$ cat src/hw/cpu_pkg.sv
`default_nettype none

package cpu_pkg;

   // instruction opcodes, first nibble of an instruction
   typedef enum logic [3:0] {
      OP_ADD  = 4'h0,
      OP_SUB  = 4'h1,
      OP_MUL  = 4'h2,
      OP_DIV  = 4'h3,
      OP_NAND = 4'h4,
      OP_NOR  = 4'h5,
      OP_XOR  = 4'h6,
      OP_MOV  = 4'h7,
      OP_LD   = 4'h8,
      OP_ST   = 4'h9,
      OP_JMP  = 4'hA,
      OP_HALT = 4'hF
   } cpu_op_e;

   // same order as the first seven opcodes
   typedef enum logic [2:0] {
      ALU_ADD  = 3'd0,
      ALU_SUB  = 3'd1,
      ALU_MUL  = 3'd2,
      ALU_DIV  = 3'd3,
      ALU_NAND = 3'd4,
      ALU_NOR  = 3'd5,
      ALU_XOR  = 3'd6,
      ALU_B    = 3'd7
   } alu_op_e;

   typedef enum logic [2:0] {
      S_FETCH_OP  = 3'd0,
      S_FETCH_ARG = 3'd1,
      S_EXEC      = 3'd2,
      S_MEM       = 3'd3,
      S_HALT      = 3'd4
   } ctrl_state_e;

   typedef struct packed {
      alu_op_e alu_op;
      logic    a_sel_reg;
      logic    b_sel_reg;
      logic    ir_we;
      logic    arg_we;
      logic    pc_we;
      logic    pc_inc;
      logic    rb_we;
      logic    rb_from_mem;
   } dp_ctrl_t;

   typedef struct packed {
      cpu_op_e    op;
      logic [7:0] addr;
      logic [7:0] store_data;
      logic [7:0] fetch_addr;
   } dp_status_t;

   typedef struct packed {
      logic [7:0] addr;
      logic [7:0] wdata;
      logic       we;
   } mem_req_t;

   // index 0 is r0
   localparam logic [3:0][7:0] REG_RESET = {8'h04, 8'h03, 8'h02, 8'h01};

   localparam logic [7:0] DIV_ZERO_RESULT = 8'hFF;

endpackage

`default_nettype wire

$ cat src/hw/cpu_alu.sv
`timescale 1ns/1ps
`default_nettype none

module cpu_alu (
   input  wire                   [7:0] a,
   input  wire                   [7:0] b,
   input  wire   cpu_pkg::alu_op_e     op,
   output logic                  [7:0] y
);

   always_comb begin
      case (op)
         cpu_pkg::ALU_ADD:  y = a + b;
         cpu_pkg::ALU_SUB:  y = a - b;
         // low byte of the product only
         cpu_pkg::ALU_MUL:  y = a * b;
         cpu_pkg::ALU_DIV: begin
            if (b == 8'h00) begin
               y = cpu_pkg::DIV_ZERO_RESULT;
            end else begin
               y = a / b;
            end
         end
         cpu_pkg::ALU_NAND: y = ~(a & b);
         cpu_pkg::ALU_NOR:  y = ~(a | b);
         cpu_pkg::ALU_XOR:  y = a ^ b;
         cpu_pkg::ALU_B:    y = b;
         default:           y = 8'h00;
      endcase
   end

endmodule

`default_nettype wire

$ cat src/hw/cpu_reg_block.sv
`timescale 1ns/1ps
`default_nettype none

module cpu_reg_block (
   input  wire        clk,
   input  wire        nRst,
   input  wire  [1:0] sel_a,
   input  wire  [1:0] sel_b,
   input  wire  [1:0] sel_w,
   input  wire        we,
   input  wire  [7:0] wdata,
   output logic [7:0] rdata_a,
   output logic [7:0] rdata_b
);

   logic [3:0][7:0] regs;

   always_ff @(posedge clk or negedge nRst) begin
      if (!nRst) begin
         regs <= cpu_pkg::REG_RESET;
      end else if (we) begin
         regs[sel_w] <= wdata;
      end
   end

   // combinational reads see a write one cycle later
   assign rdata_a = regs[sel_a];
   assign rdata_b = regs[sel_b];

endmodule

`default_nettype wire

$ cat src/hw/cpu_datapath.sv
`timescale 1ns/1ps
`default_nettype none

module cpu_datapath (
   input  wire                      clk,
   input  wire                      nRst,
   input  wire   cpu_pkg::dp_ctrl_t ctrl,
   input  wire                [7:0] mem_rdata,
   output cpu_pkg::dp_status_t      status
);

   logic [7:0] pc;
   logic [3:0] ir;
   logic [3:0] arg;
   logic [3:0] nibble;

   logic [7:0] rdata_a;
   logic [7:0] rdata_b;
   logic [7:0] alu_a;
   logic [7:0] alu_b;
   logic [7:0] alu_y;
   logic [7:0] rb_wdata;

   // odd pc takes the upper half of the fetched byte
   assign nibble = pc[0] ? mem_rdata[7:4] : mem_rdata[3:0];

   always_ff @(posedge clk or negedge nRst) begin
      if (!nRst) begin
         pc  <= 8'h00;
         ir  <= 4'h0;
         arg <= 4'h0;
      end else begin
         if (ctrl.ir_we) begin
            ir <= nibble;
         end
         if (ctrl.arg_we) begin
            arg <= nibble;
         end
         if (ctrl.pc_we) begin
            pc <= alu_y;
         end else if (ctrl.pc_inc) begin
            pc <= pc + 8'h01;
         end
      end
   end

   // operand holds dst in [3:2] and src in [1:0]
   cpu_reg_block u_reg_block (
      .clk     (clk),
      .nRst    (nRst),
      .sel_a   (arg[3:2]),
      .sel_b   (arg[1:0]),
      .sel_w   (arg[3:2]),
      .we      (ctrl.rb_we),
      .wdata   (rb_wdata),
      .rdata_a (rdata_a),
      .rdata_b (rdata_b)
   );

   assign alu_a = ctrl.a_sel_reg ? rdata_a : pc;
   assign alu_b = ctrl.b_sel_reg ? rdata_b : pc;

   cpu_alu u_alu (
      .a  (alu_a),
      .b  (alu_b),
      .op (ctrl.alu_op),
      .y  (alu_y)
   );

   assign rb_wdata = ctrl.rb_from_mem ? mem_rdata : alu_y;

   assign status.op         = cpu_pkg::cpu_op_e'(ir);
   assign status.addr       = rdata_b;
   assign status.store_data = rdata_a;
   // two nibbles per byte
   assign status.fetch_addr = {1'b0, pc[7:1]};

endmodule

`default_nettype wire

$ cat src/hw/cpu_control.sv
`timescale 1ns/1ps
`default_nettype none

module cpu_control (
   input  wire                        clk,
   input  wire                        nRst,
   input  wire   cpu_pkg::dp_status_t status,
   input  wire                        done,
   output cpu_pkg::dp_ctrl_t          ctrl,
   output logic                       start,
   output cpu_pkg::mem_req_t          cmd,
   output logic                       halted
);

   cpu_pkg::ctrl_state_e state;
   cpu_pkg::ctrl_state_e next_state;
   logic                 busy;
   logic                 busy_next;

   always_ff @(posedge clk or negedge nRst) begin
      if (!nRst) begin
         state <= cpu_pkg::S_FETCH_OP;
         busy  <= 1'b0;
      end else begin
         state <= next_state;
         busy  <= busy_next;
      end
   end

   always_comb begin
      ctrl        = '0;
      ctrl.alu_op = cpu_pkg::ALU_B;
      start       = 1'b0;
      cmd         = '0;
      next_state  = state;
      busy_next   = busy;

      case (state)
         cpu_pkg::S_FETCH_OP, cpu_pkg::S_FETCH_ARG: begin
            cmd.addr = status.fetch_addr;
            if (!busy) begin
               start     = 1'b1;
               busy_next = 1'b1;
            end else if (done) begin
               busy_next   = 1'b0;
               ctrl.pc_inc = 1'b1;
               if (state == cpu_pkg::S_FETCH_OP) begin
                  ctrl.ir_we = 1'b1;
                  next_state = cpu_pkg::S_FETCH_ARG;
               end else begin
                  ctrl.arg_we = 1'b1;
                  next_state  = cpu_pkg::S_EXEC;
               end
            end
         end

         cpu_pkg::S_EXEC: begin
            next_state = cpu_pkg::S_FETCH_OP;
            case (status.op)
               cpu_pkg::OP_ADD, cpu_pkg::OP_SUB, cpu_pkg::OP_MUL, cpu_pkg::OP_DIV,
               cpu_pkg::OP_NAND, cpu_pkg::OP_NOR, cpu_pkg::OP_XOR: begin
                  // low three opcode bits pick the ALU function
                  ctrl.alu_op    = cpu_pkg::alu_op_e'(status.op[2:0]);
                  ctrl.a_sel_reg = 1'b1;
                  ctrl.b_sel_reg = 1'b1;
                  ctrl.rb_we     = 1'b1;
               end
               cpu_pkg::OP_MOV: begin
                  ctrl.b_sel_reg = 1'b1;
                  ctrl.rb_we     = 1'b1;
               end
               cpu_pkg::OP_LD: begin
                  start      = 1'b1;
                  cmd.addr   = status.addr;
                  next_state = cpu_pkg::S_MEM;
               end
               cpu_pkg::OP_ST: begin
                  start      = 1'b1;
                  cmd.addr   = status.addr;
                  cmd.wdata  = status.store_data;
                  cmd.we     = 1'b1;
                  next_state = cpu_pkg::S_MEM;
               end
               cpu_pkg::OP_JMP: begin
                  ctrl.b_sel_reg = 1'b1;
                  ctrl.pc_we     = 1'b1;
               end
               cpu_pkg::OP_HALT: begin
                  next_state = cpu_pkg::S_HALT;
               end
               default: begin
                  // unused codes fall through as nop
                  next_state = cpu_pkg::S_FETCH_OP;
               end
            endcase
         end

         cpu_pkg::S_MEM: begin
            if (done) begin
               next_state = cpu_pkg::S_FETCH_OP;
               if (status.op == cpu_pkg::OP_LD) begin
                  ctrl.rb_we       = 1'b1;
                  ctrl.rb_from_mem = 1'b1;
               end
            end
         end

         cpu_pkg::S_HALT: begin
            next_state = cpu_pkg::S_HALT;
         end

         default: begin
            next_state = cpu_pkg::S_FETCH_OP;
         end
      endcase
   end

   assign halted = (state == cpu_pkg::S_HALT);

endmodule

`default_nettype wire

$ cat src/hw/cpu_bus_master.sv
`timescale 1ns/1ps
`default_nettype none

module cpu_bus_master (
   input  wire                      clk,
   input  wire                      nRst,
   input  wire                      start,
   input  wire   cpu_pkg::mem_req_t cmd,
   output logic                     done,
   output logic               [7:0] rdata,
   output logic                     mem_req,
   output cpu_pkg::mem_req_t        mem_cmd,
   input  wire                      mem_ack,
   input  wire                [7:0] mem_rdata
);

   typedef enum logic [1:0] {
      BM_IDLE = 2'd0,
      BM_REQ  = 2'd1,
      BM_REL  = 2'd2
   } bm_state_e;

   bm_state_e state;

   always_ff @(posedge clk or negedge nRst) begin
      if (!nRst) begin
         state   <= BM_IDLE;
         mem_req <= 1'b0;
         mem_cmd <= '0;
         done    <= 1'b0;
      end else begin
         done <= 1'b0;
         case (state)
            BM_IDLE: begin
               // ack is already low here, so req may rise
               if (start) begin
                  mem_cmd <= cmd;
                  mem_req <= 1'b1;
                  state   <= BM_REQ;
               end
            end
            BM_REQ: begin
               if (mem_ack) begin
                  mem_req <= 1'b0;
                  state   <= BM_REL;
               end
            end
            BM_REL: begin
               if (!mem_ack) begin
                  done  <= 1'b1;
                  state <= BM_IDLE;
               end
            end
            default: begin
               state <= BM_IDLE;
            end
         endcase
      end
   end

   // capture on the first cycle ack is seen high
   always_ff @(posedge clk) begin
      if (state == BM_REQ && mem_ack && !mem_cmd.we) begin
         rdata <= mem_rdata;
      end
   end

endmodule

`default_nettype wire

$ cat src/hw/cpu_top.sv
`timescale 1ns/1ps
`default_nettype none

module cpu_top (
   input  wire                      clk,
   input  wire                      nRst,
   output wire                      mem_req,
   output wire   cpu_pkg::mem_req_t mem_cmd,
   input  wire                      mem_ack,
   input  wire                [7:0] mem_rdata,
   output wire                      halted
);

   wire cpu_pkg::dp_ctrl_t   ctrl;
   wire cpu_pkg::dp_status_t status;
   wire cpu_pkg::mem_req_t   cmd;
   wire                      start;
   wire                      done;
   wire                [7:0] rdata;

   cpu_control u_control (
      .clk    (clk),
      .nRst   (nRst),
      .status (status),
      .done   (done),
      .ctrl   (ctrl),
      .start  (start),
      .cmd    (cmd),
      .halted (halted)
   );

   cpu_datapath u_datapath (
      .clk       (clk),
      .nRst      (nRst),
      .ctrl      (ctrl),
      .mem_rdata (rdata),
      .status    (status)
   );

   cpu_bus_master u_bus_master (
      .clk       (clk),
      .nRst      (nRst),
      .start     (start),
      .cmd       (cmd),
      .done      (done),
      .rdata     (rdata),
      .mem_req   (mem_req),
      .mem_cmd   (mem_cmd),
      .mem_ack   (mem_ack),
      .mem_rdata (mem_rdata)
   );

endmodule

`default_nettype wire

$ cat config.mk
export PLATFORM = sky130hd
export DESIGN_NAME = cpu_top
export DESIGN_NICKNAME = d
export VERILOG_FILES = /design/src/hw/cpu_pkg.sv /design/src/hw/cpu_alu.sv /design/src/hw/cpu_reg_block.sv /design/src/hw/cpu_datapath.sv /design/src/hw/cpu_control.sv /design/src/hw/cpu_bus_master.sv /design/src/hw/cpu_top.sv
export SDC_FILE = /design/constraint.sdc
export NUM_CORES = 1
export LEC_CHECK = 0
export BUFFER_PORTS_ARGS = -buffer_cell sky130_fd_sc_hd__clkbuf_2
export CORE_ASPECT_RATIO = 1.2
export CORE_MARGIN = 3
export CORE_UTILIZATION = 45
export CTS_CLUSTER_DIAMETER = 200
export DETAILED_ROUTE_END_ITERATION = 8
export PLACE_DENSITY = 0.73
export SYNTH_ARGS = -nofsm -noshare
export SYNTH_HDL_FRONTEND = slang
export SYNTH_HIERARCHICAL = 1
export SYNTH_SLANG_ARGS = --single-unit
$ cat constraint.sdc
create_clock -name clk -period 18.6 [get_ports clk]
set_input_delay 2.79 -clock clk [delete_from_list [all_inputs] [get_ports clk]]
set_output_delay 2.79 -clock clk [all_outputs]
set_load 0.05 [all_outputs]
==> flow_results.xml <==
<?xml version="1.0" encoding="UTF-8"?>
<metrics>
  <group name="outcome">
    <metric name="run_status" unit="">complete, no violations</metric>
  </group>
  <group name="setup_path">
    <metric name="setup.worst_path.start_class" unit="">flop</metric>
    <metric name="timing.critical_path.mode_cell" unit="">sky130_fd_sc_hd__ha_1</metric>
    <metric name="cp_bufs_invs" unit="">1</metric>
    <metric name="worst_setup_path_endpoint" unit="">u_datapath/u_reg_block/regs[8]</metric>
    <metric name="slowest_delay" unit="ps">660</metric>
    <metric name="top_cell_family_by_delay_on_the_critical_path" unit="">compound AO/OA/AOI/OAI gates</metric>
    <metric name="worstReg2RegStart" unit="">u_control/state[1]</metric>
    <metric name="timing.critical_path.slowest_stage_cell" unit="">sky130_fd_sc_hd__a21oi_1</metric>
    <metric name="setup.worst_path.start" unit="">u_control/state[1]</metric>
    <metric name="critical_path.endpoint_type" unit="">flop</metric>
    <metric name="reg2regPathDepth" unit="">48</metric>
    <metric name="arrival" unit="ps">13720</metric>
    <metric name="worst-path-stages" unit="">48</metric>
    <metric name="required" unit="ps">18820</metric>
    <metric name="worstSetupPathType" unit="">reg -&gt; reg</metric>
    <metric name="timing.reg2reg.setup_slack" unit="ps">5100</metric>
    <metric name="worstReg2RegEnd" unit="">u_datapath/u_reg_block/regs[8]</metric>
    <metric name="crit_path_max_fanout" unit="">13</metric>
  </group>
  <group name="synth">
    <metric name="mappedNetlistNets" unit="">918</metric>
    <metric name="synth.distinct_cells" unit="">89</metric>
    <metric name="synth-warning-count" unit="">6</metric>
    <metric name="synth_async_sr_flop_share" unit="%">90.1</metric>
    <metric name="post_synthesis_cell_count" unit="">814</metric>
    <metric name="synth_sequential_area_ratio" unit="%">25.7</metric>
    <metric name="number_of_enable_flip_flop_cells_after_synthesis" unit="">8</metric>
    <metric name="predominant_post_synthesis_flop_cell" unit="">sky130_fd_sc_hd__dfrtp_1</metric>
    <metric name="synthesis.area_per_instance" unit="um2">9.91</metric>
    <metric name="netlist_area" unit="um2">8070</metric>
    <metric name="yosys_register_bits" unit="">81</metric>
  </group>
  <group name="clock_tree">
    <metric name="cts_max_path_buffers" unit="">2</metric>
    <metric name="tritoncts" unit="">built</metric>
    <metric name="cts-root-buf" unit="">sky130_fd_sc_hd__clkbuf_16</metric>
    <metric name="postCtsResizedCells" unit="">0</metric>
    <metric name="clk_latency" unit="ps">340</metric>
    <metric name="cts.reportedPaths.clkPinSlew" unit="ps">60</metric>
    <metric name="htree_levels" unit="">3</metric>
    <metric name="cts.hold.buffers_added" unit="">0</metric>
    <metric name="clock_sink_count" unit="">81</metric>
    <metric name="cts_buffers" unit="">9</metric>
    <metric name="cts_setup_buffers" unit="">0</metric>
  </group>
  <group name="die">
    <metric name="dieHeight" unit="um">153</metric>
    <metric name="design.die.area" unit="um2">19600</metric>
    <metric name="die_w" unit="um">128</metric>
    <metric name="row_count" unit="">53</metric>
    <metric name="initial_util" unit="%">45.9</metric>
    <metric name="core_region_area" unit="um2">17600</metric>
    <metric name="io_pins" unit="">30</metric>
  </group>
  <group name="routing">
    <metric name="remaining_drc_errors" unit="">0</metric>
    <metric name="route.vias.total" unit="">6297</metric>
    <metric name="via_per_inst" unit="">6.06</metric>
    <metric name="avgRoutedWirePerCell" unit="um">19.1</metric>
    <metric name="detail_route.first_pass.iterations" unit="">5</metric>
    <metric name="drtAntennaViolNets" unit="">0</metric>
    <metric name="postRouteWirelength" unit="um">19800</metric>
    <metric name="drt-initial-drc-count" unit="">591</metric>
  </group>
  <group name="placement">
    <metric name="place_inst" unit="">1023</metric>
    <metric name="post-place-ws" unit="ps">5220</metric>
    <metric name="detailedPlacementHpwl" unit="um">15000</metric>
    <metric name="place_congestion" unit="">0.910</metric>
    <metric name="io_buffers" unit="">29</metric>
  </group>
  <group name="grt">
    <metric name="antenna_violations_before_repair" unit="">0</metric>
    <metric name="grt_overflow_total" unit="">0</metric>
    <metric name="grt_pass1_vias" unit="">6207</metric>
    <metric name="globalRouteTotalUtil" unit="%">20.4</metric>
    <metric name="grt_start_max_net_pins" unit="">74</metric>
    <metric name="grt_pass1_wl" unit="um">32400</metric>
  </group>
  <group name="hold_path">
    <metric name="worst_hold_path.num_cells" unit="">1</metric>
    <metric name="timing.hold.worst.class" unit="">reg -&gt; reg</metric>
  </group>
  <group name="layout">
    <metric name="num_antenna_cells" unit="">0</metric>
    <metric name="fraction_of_final_layout_cells_sized_beyond_drive_strength_1" unit="%">22.5</metric>
    <metric name="area_delta_synth_final" unit="%">6.82</metric>
    <metric name="final_nets" unit="">918</metric>
    <metric name="most_common_cell_after_layout_fill_and_taps_aside" unit="">sky130_fd_sc_hd__ha_1</metric>
    <metric name="stdcell_count" unit="">1039</metric>
    <metric name="layout_common_cells" unit="">sky130_fd_sc_hd__ha_1 (80), sky130_fd_sc_hd__dfrtp_1 (68), sky130_fd_sc_hd__mux2_2 (67)</metric>
    <metric name="filler_cell_count" unit="">1603</metric>
  </group>
  <group name="sta">
    <metric name="tightestPinTransition" unit="ps">1230</metric>
    <metric name="setup_viol" unit="">0</metric>
    <metric name="final_critical_path_setup_slack" unit="ps">5100</metric>
    <metric name="layout_worst_path_cycle_share" unit="%">72.6</metric>
    <metric name="timing.hold.ws" unit="ps">507</metric>
    <metric name="finClkSkew" unit="ps">8.21</metric>
    <metric name="clock.fmax" unit="MHz">74.1</metric>
    <metric name="final_worst_path_period_need" unit="ps">13500</metric>
    <metric name="finalHoldViolations" unit="">0</metric>
    <metric name="setup_total_negative_slack" unit="ps">0</metric>
    <metric name="worst_slew_margin_rel" unit="%">17.6</metric>
    <metric name="fin_max_slew_vios" unit="">0</metric>
    <metric name="rsz_0062_raised_after_global_routing" unit="">no</metric>
  </group>
  <group name="flow_run">
    <metric name="cap_viol_max_count" unit="">0</metric>
  </group>
</metrics>
metal layers:
metal | wire (um) | global-route usage, % | vias up
li1 | - | - | 2983
met5 | 0 | 0 | -
met2 | 10300 | 36.4 | 161
met1 | 8160 | 24.9 | 3108
met3 | 678 | 2.03 | 45
met4 | 682 | 8.29 | 0
how the worst min path moves through the flow:
stage,start,to
floorplan,u_datapath/arg[0],u_datapath/arg[0]
global placement,u_bus_master/mem_cmd[4],u_bus_master/mem_cmd[4]
detailed placement,u_bus_master/mem_cmd[4],u_bus_master/mem_cmd[4]
CTS,u_bus_master/mem_cmd[4],u_bus_master/mem_cmd[4]
global route,u_bus_master/mem_cmd[8],u_bus_master/mem_cmd[8]
finish,u_bus_master/mem_cmd[4],u_bus_master/mem_cmd[4]
stage by stage:
step	cell area, um2	util [%]
after detailed placement	8260	47.0
after CTS	8620	49.1
after global routing	8620	49.1
final	8620	49.1
after global placement	8260	47.0
after floorplan	8070	-
kinds of logic (layout without fill, tap and decap cells):
group | count (synthesis) | after routing | synth area share [%]
compound gates | 172 | 172 | 15.7
xor+xnor | 40 | 40 | 4.68
fa+ha+maj | 93 | 93 | 15.6
buf+inv | 103 | 108 | 6.14
flops | 81 | 81 | 25.7
mux | 109 | 109 | 17.8
other cells | 1 | 1 | 0.0465
simple gates | 215 | 215 | 14.3
worst register-to-register path: cells and delay by family (launching register included):
kind,cells,cell delay [ps]
AOI/OAI and AO/OA,29,6860
adders and majority gates,8,2420
buffers and inverters,1,380
DFF,1,560
muxes,4,1520
and+or+nand+nor,6,1680
area by class of cell:
cell class | count | area [um2] | area share, %
inverters | 55 | 206 | 2.39
flip-flops and latches | 81 | 2070 | 24.0
well taps | 220 | 275 | 3.19
clock buffers | 11 | 275 | 3.19
clock inverters | 5 | 81.3 | 0.943
multi-input cells | 630 | 5500 | 63.8
repair buffers | 37 | 208 | 2.41
cell usage after synthesis, types with 3 or more instances:
| cell type | count | area share [%] |
|---|---|---|
| sky130_fd_sc_hd__dfrtp_1 | 68 | 21 |
| sky130_fd_sc_hd__o21ai_0 | 23 | 1.4 |
| sky130_fd_sc_hd__buf_4 | 12 | 1.1 |
| sky130_fd_sc_hd__o31ai_1 | 4 | 0.37 |
| sky130_fd_sc_hd__or3_1 | 11 | 0.85 |
| sky130_fd_sc_hd__o21a_1 | 10 | 0.93 |
| sky130_fd_sc_hd__mux2i_1 | 14 | 1.7 |
| sky130_fd_sc_hd__mux4_2 | 17 | 4.7 |
| sky130_fd_sc_hd__ha_1 | 80 | 12 |
| sky130_fd_sc_hd__o21ai_1 | 4 | 0.25 |
| sky130_fd_sc_hd__a41oi_1 | 3 | 0.33 |
| sky130_fd_sc_hd__dfstp_2 | 5 | 1.6 |
| sky130_fd_sc_hd__nor4_1 | 3 | 0.23 |
| sky130_fd_sc_hd__a21oi_1 | 45 | 2.8 |
| sky130_fd_sc_hd__o211a_1 | 3 | 0.37 |
| sky130_fd_sc_hd__buf_6 | 5 | 0.70 |
| sky130_fd_sc_hd__xnor2_1 | 27 | 2.9 |
| sky130_fd_sc_hd__clkbuf_1 | 17 | 0.79 |
| sky130_fd_sc_hd__a21o_1 | 11 | 1.0 |
| sky130_fd_sc_hd__or4_1 | 4 | 0.37 |
| sky130_fd_sc_hd__buf_2 | 8 | 0.50 |
| sky130_fd_sc_hd__or2_2 | 7 | 0.54 |
| sky130_fd_sc_hd__mux2_2 | 67 | 9.3 |
| sky130_fd_sc_hd__and4_1 | 11 | 1.2 |
| sky130_fd_sc_hd__o2111ai_1 | 3 | 0.33 |
| sky130_fd_sc_hd__mux2_4 | 10 | 1.9 |
| sky130_fd_sc_hd__a32o_1 | 8 | 0.99 |
| sky130_fd_sc_hd__nor3_1 | 17 | 1.1 |
| sky130_fd_sc_hd__a31oi_1 | 7 | 0.54 |
| sky130_fd_sc_hd__o22ai_1 | 5 | 0.39 |
| sky130_fd_sc_hd__and3_1 | 4 | 0.31 |
| sky130_fd_sc_hd__xor2_1 | 11 | 1.2 |
| sky130_fd_sc_hd__buf_1 | 5 | 0.23 |
| sky130_fd_sc_hd__a311oi_1 | 4 | 0.43 |
| sky130_fd_sc_hd__nor2b_1 | 11 | 0.85 |
| sky130_fd_sc_hd__nand2b_1 | 3 | 0.23 |
| sky130_fd_sc_hd__fa_1 | 13 | 3.2 |
| sky130_fd_sc_hd__edfxtp_1 | 8 | 3.0 |
| sky130_fd_sc_hd__o211ai_1 | 8 | 0.74 |
| sky130_fd_sc_hd__nand3_1 | 12 | 0.74 |
| sky130_fd_sc_hd__inv_1 | 55 | 2.6 |
| sky130_fd_sc_hd__a21boi_0 | 4 | 0.37 |
| sky130_fd_sc_hd__nand2_1 | 49 | 2.3 |
| sky130_fd_sc_hd__nand4_1 | 3 | 0.23 |
| sky130_fd_sc_hd__nor2_1 | 63 | 2.9 |
flip-flops by register name, indices dropped and copies added (netlist names):
name and count:
u_datapath/pc 8, u_datapath/arg 4, u_control/state 3, u_bus_master/state 2
u_bus_master/mem_cmd 17, u_datapath/u_reg_block/regs 32, u_control/busy 1, u_bus_master/rdata 8
u_bus_master/done 1, u_datapath/ir 4, u_bus_master/mem_req 1
Power is left out: the tool's default activity adds up to more than one toggle a clock period on the data nets, which glitch-free logic cannot reach.
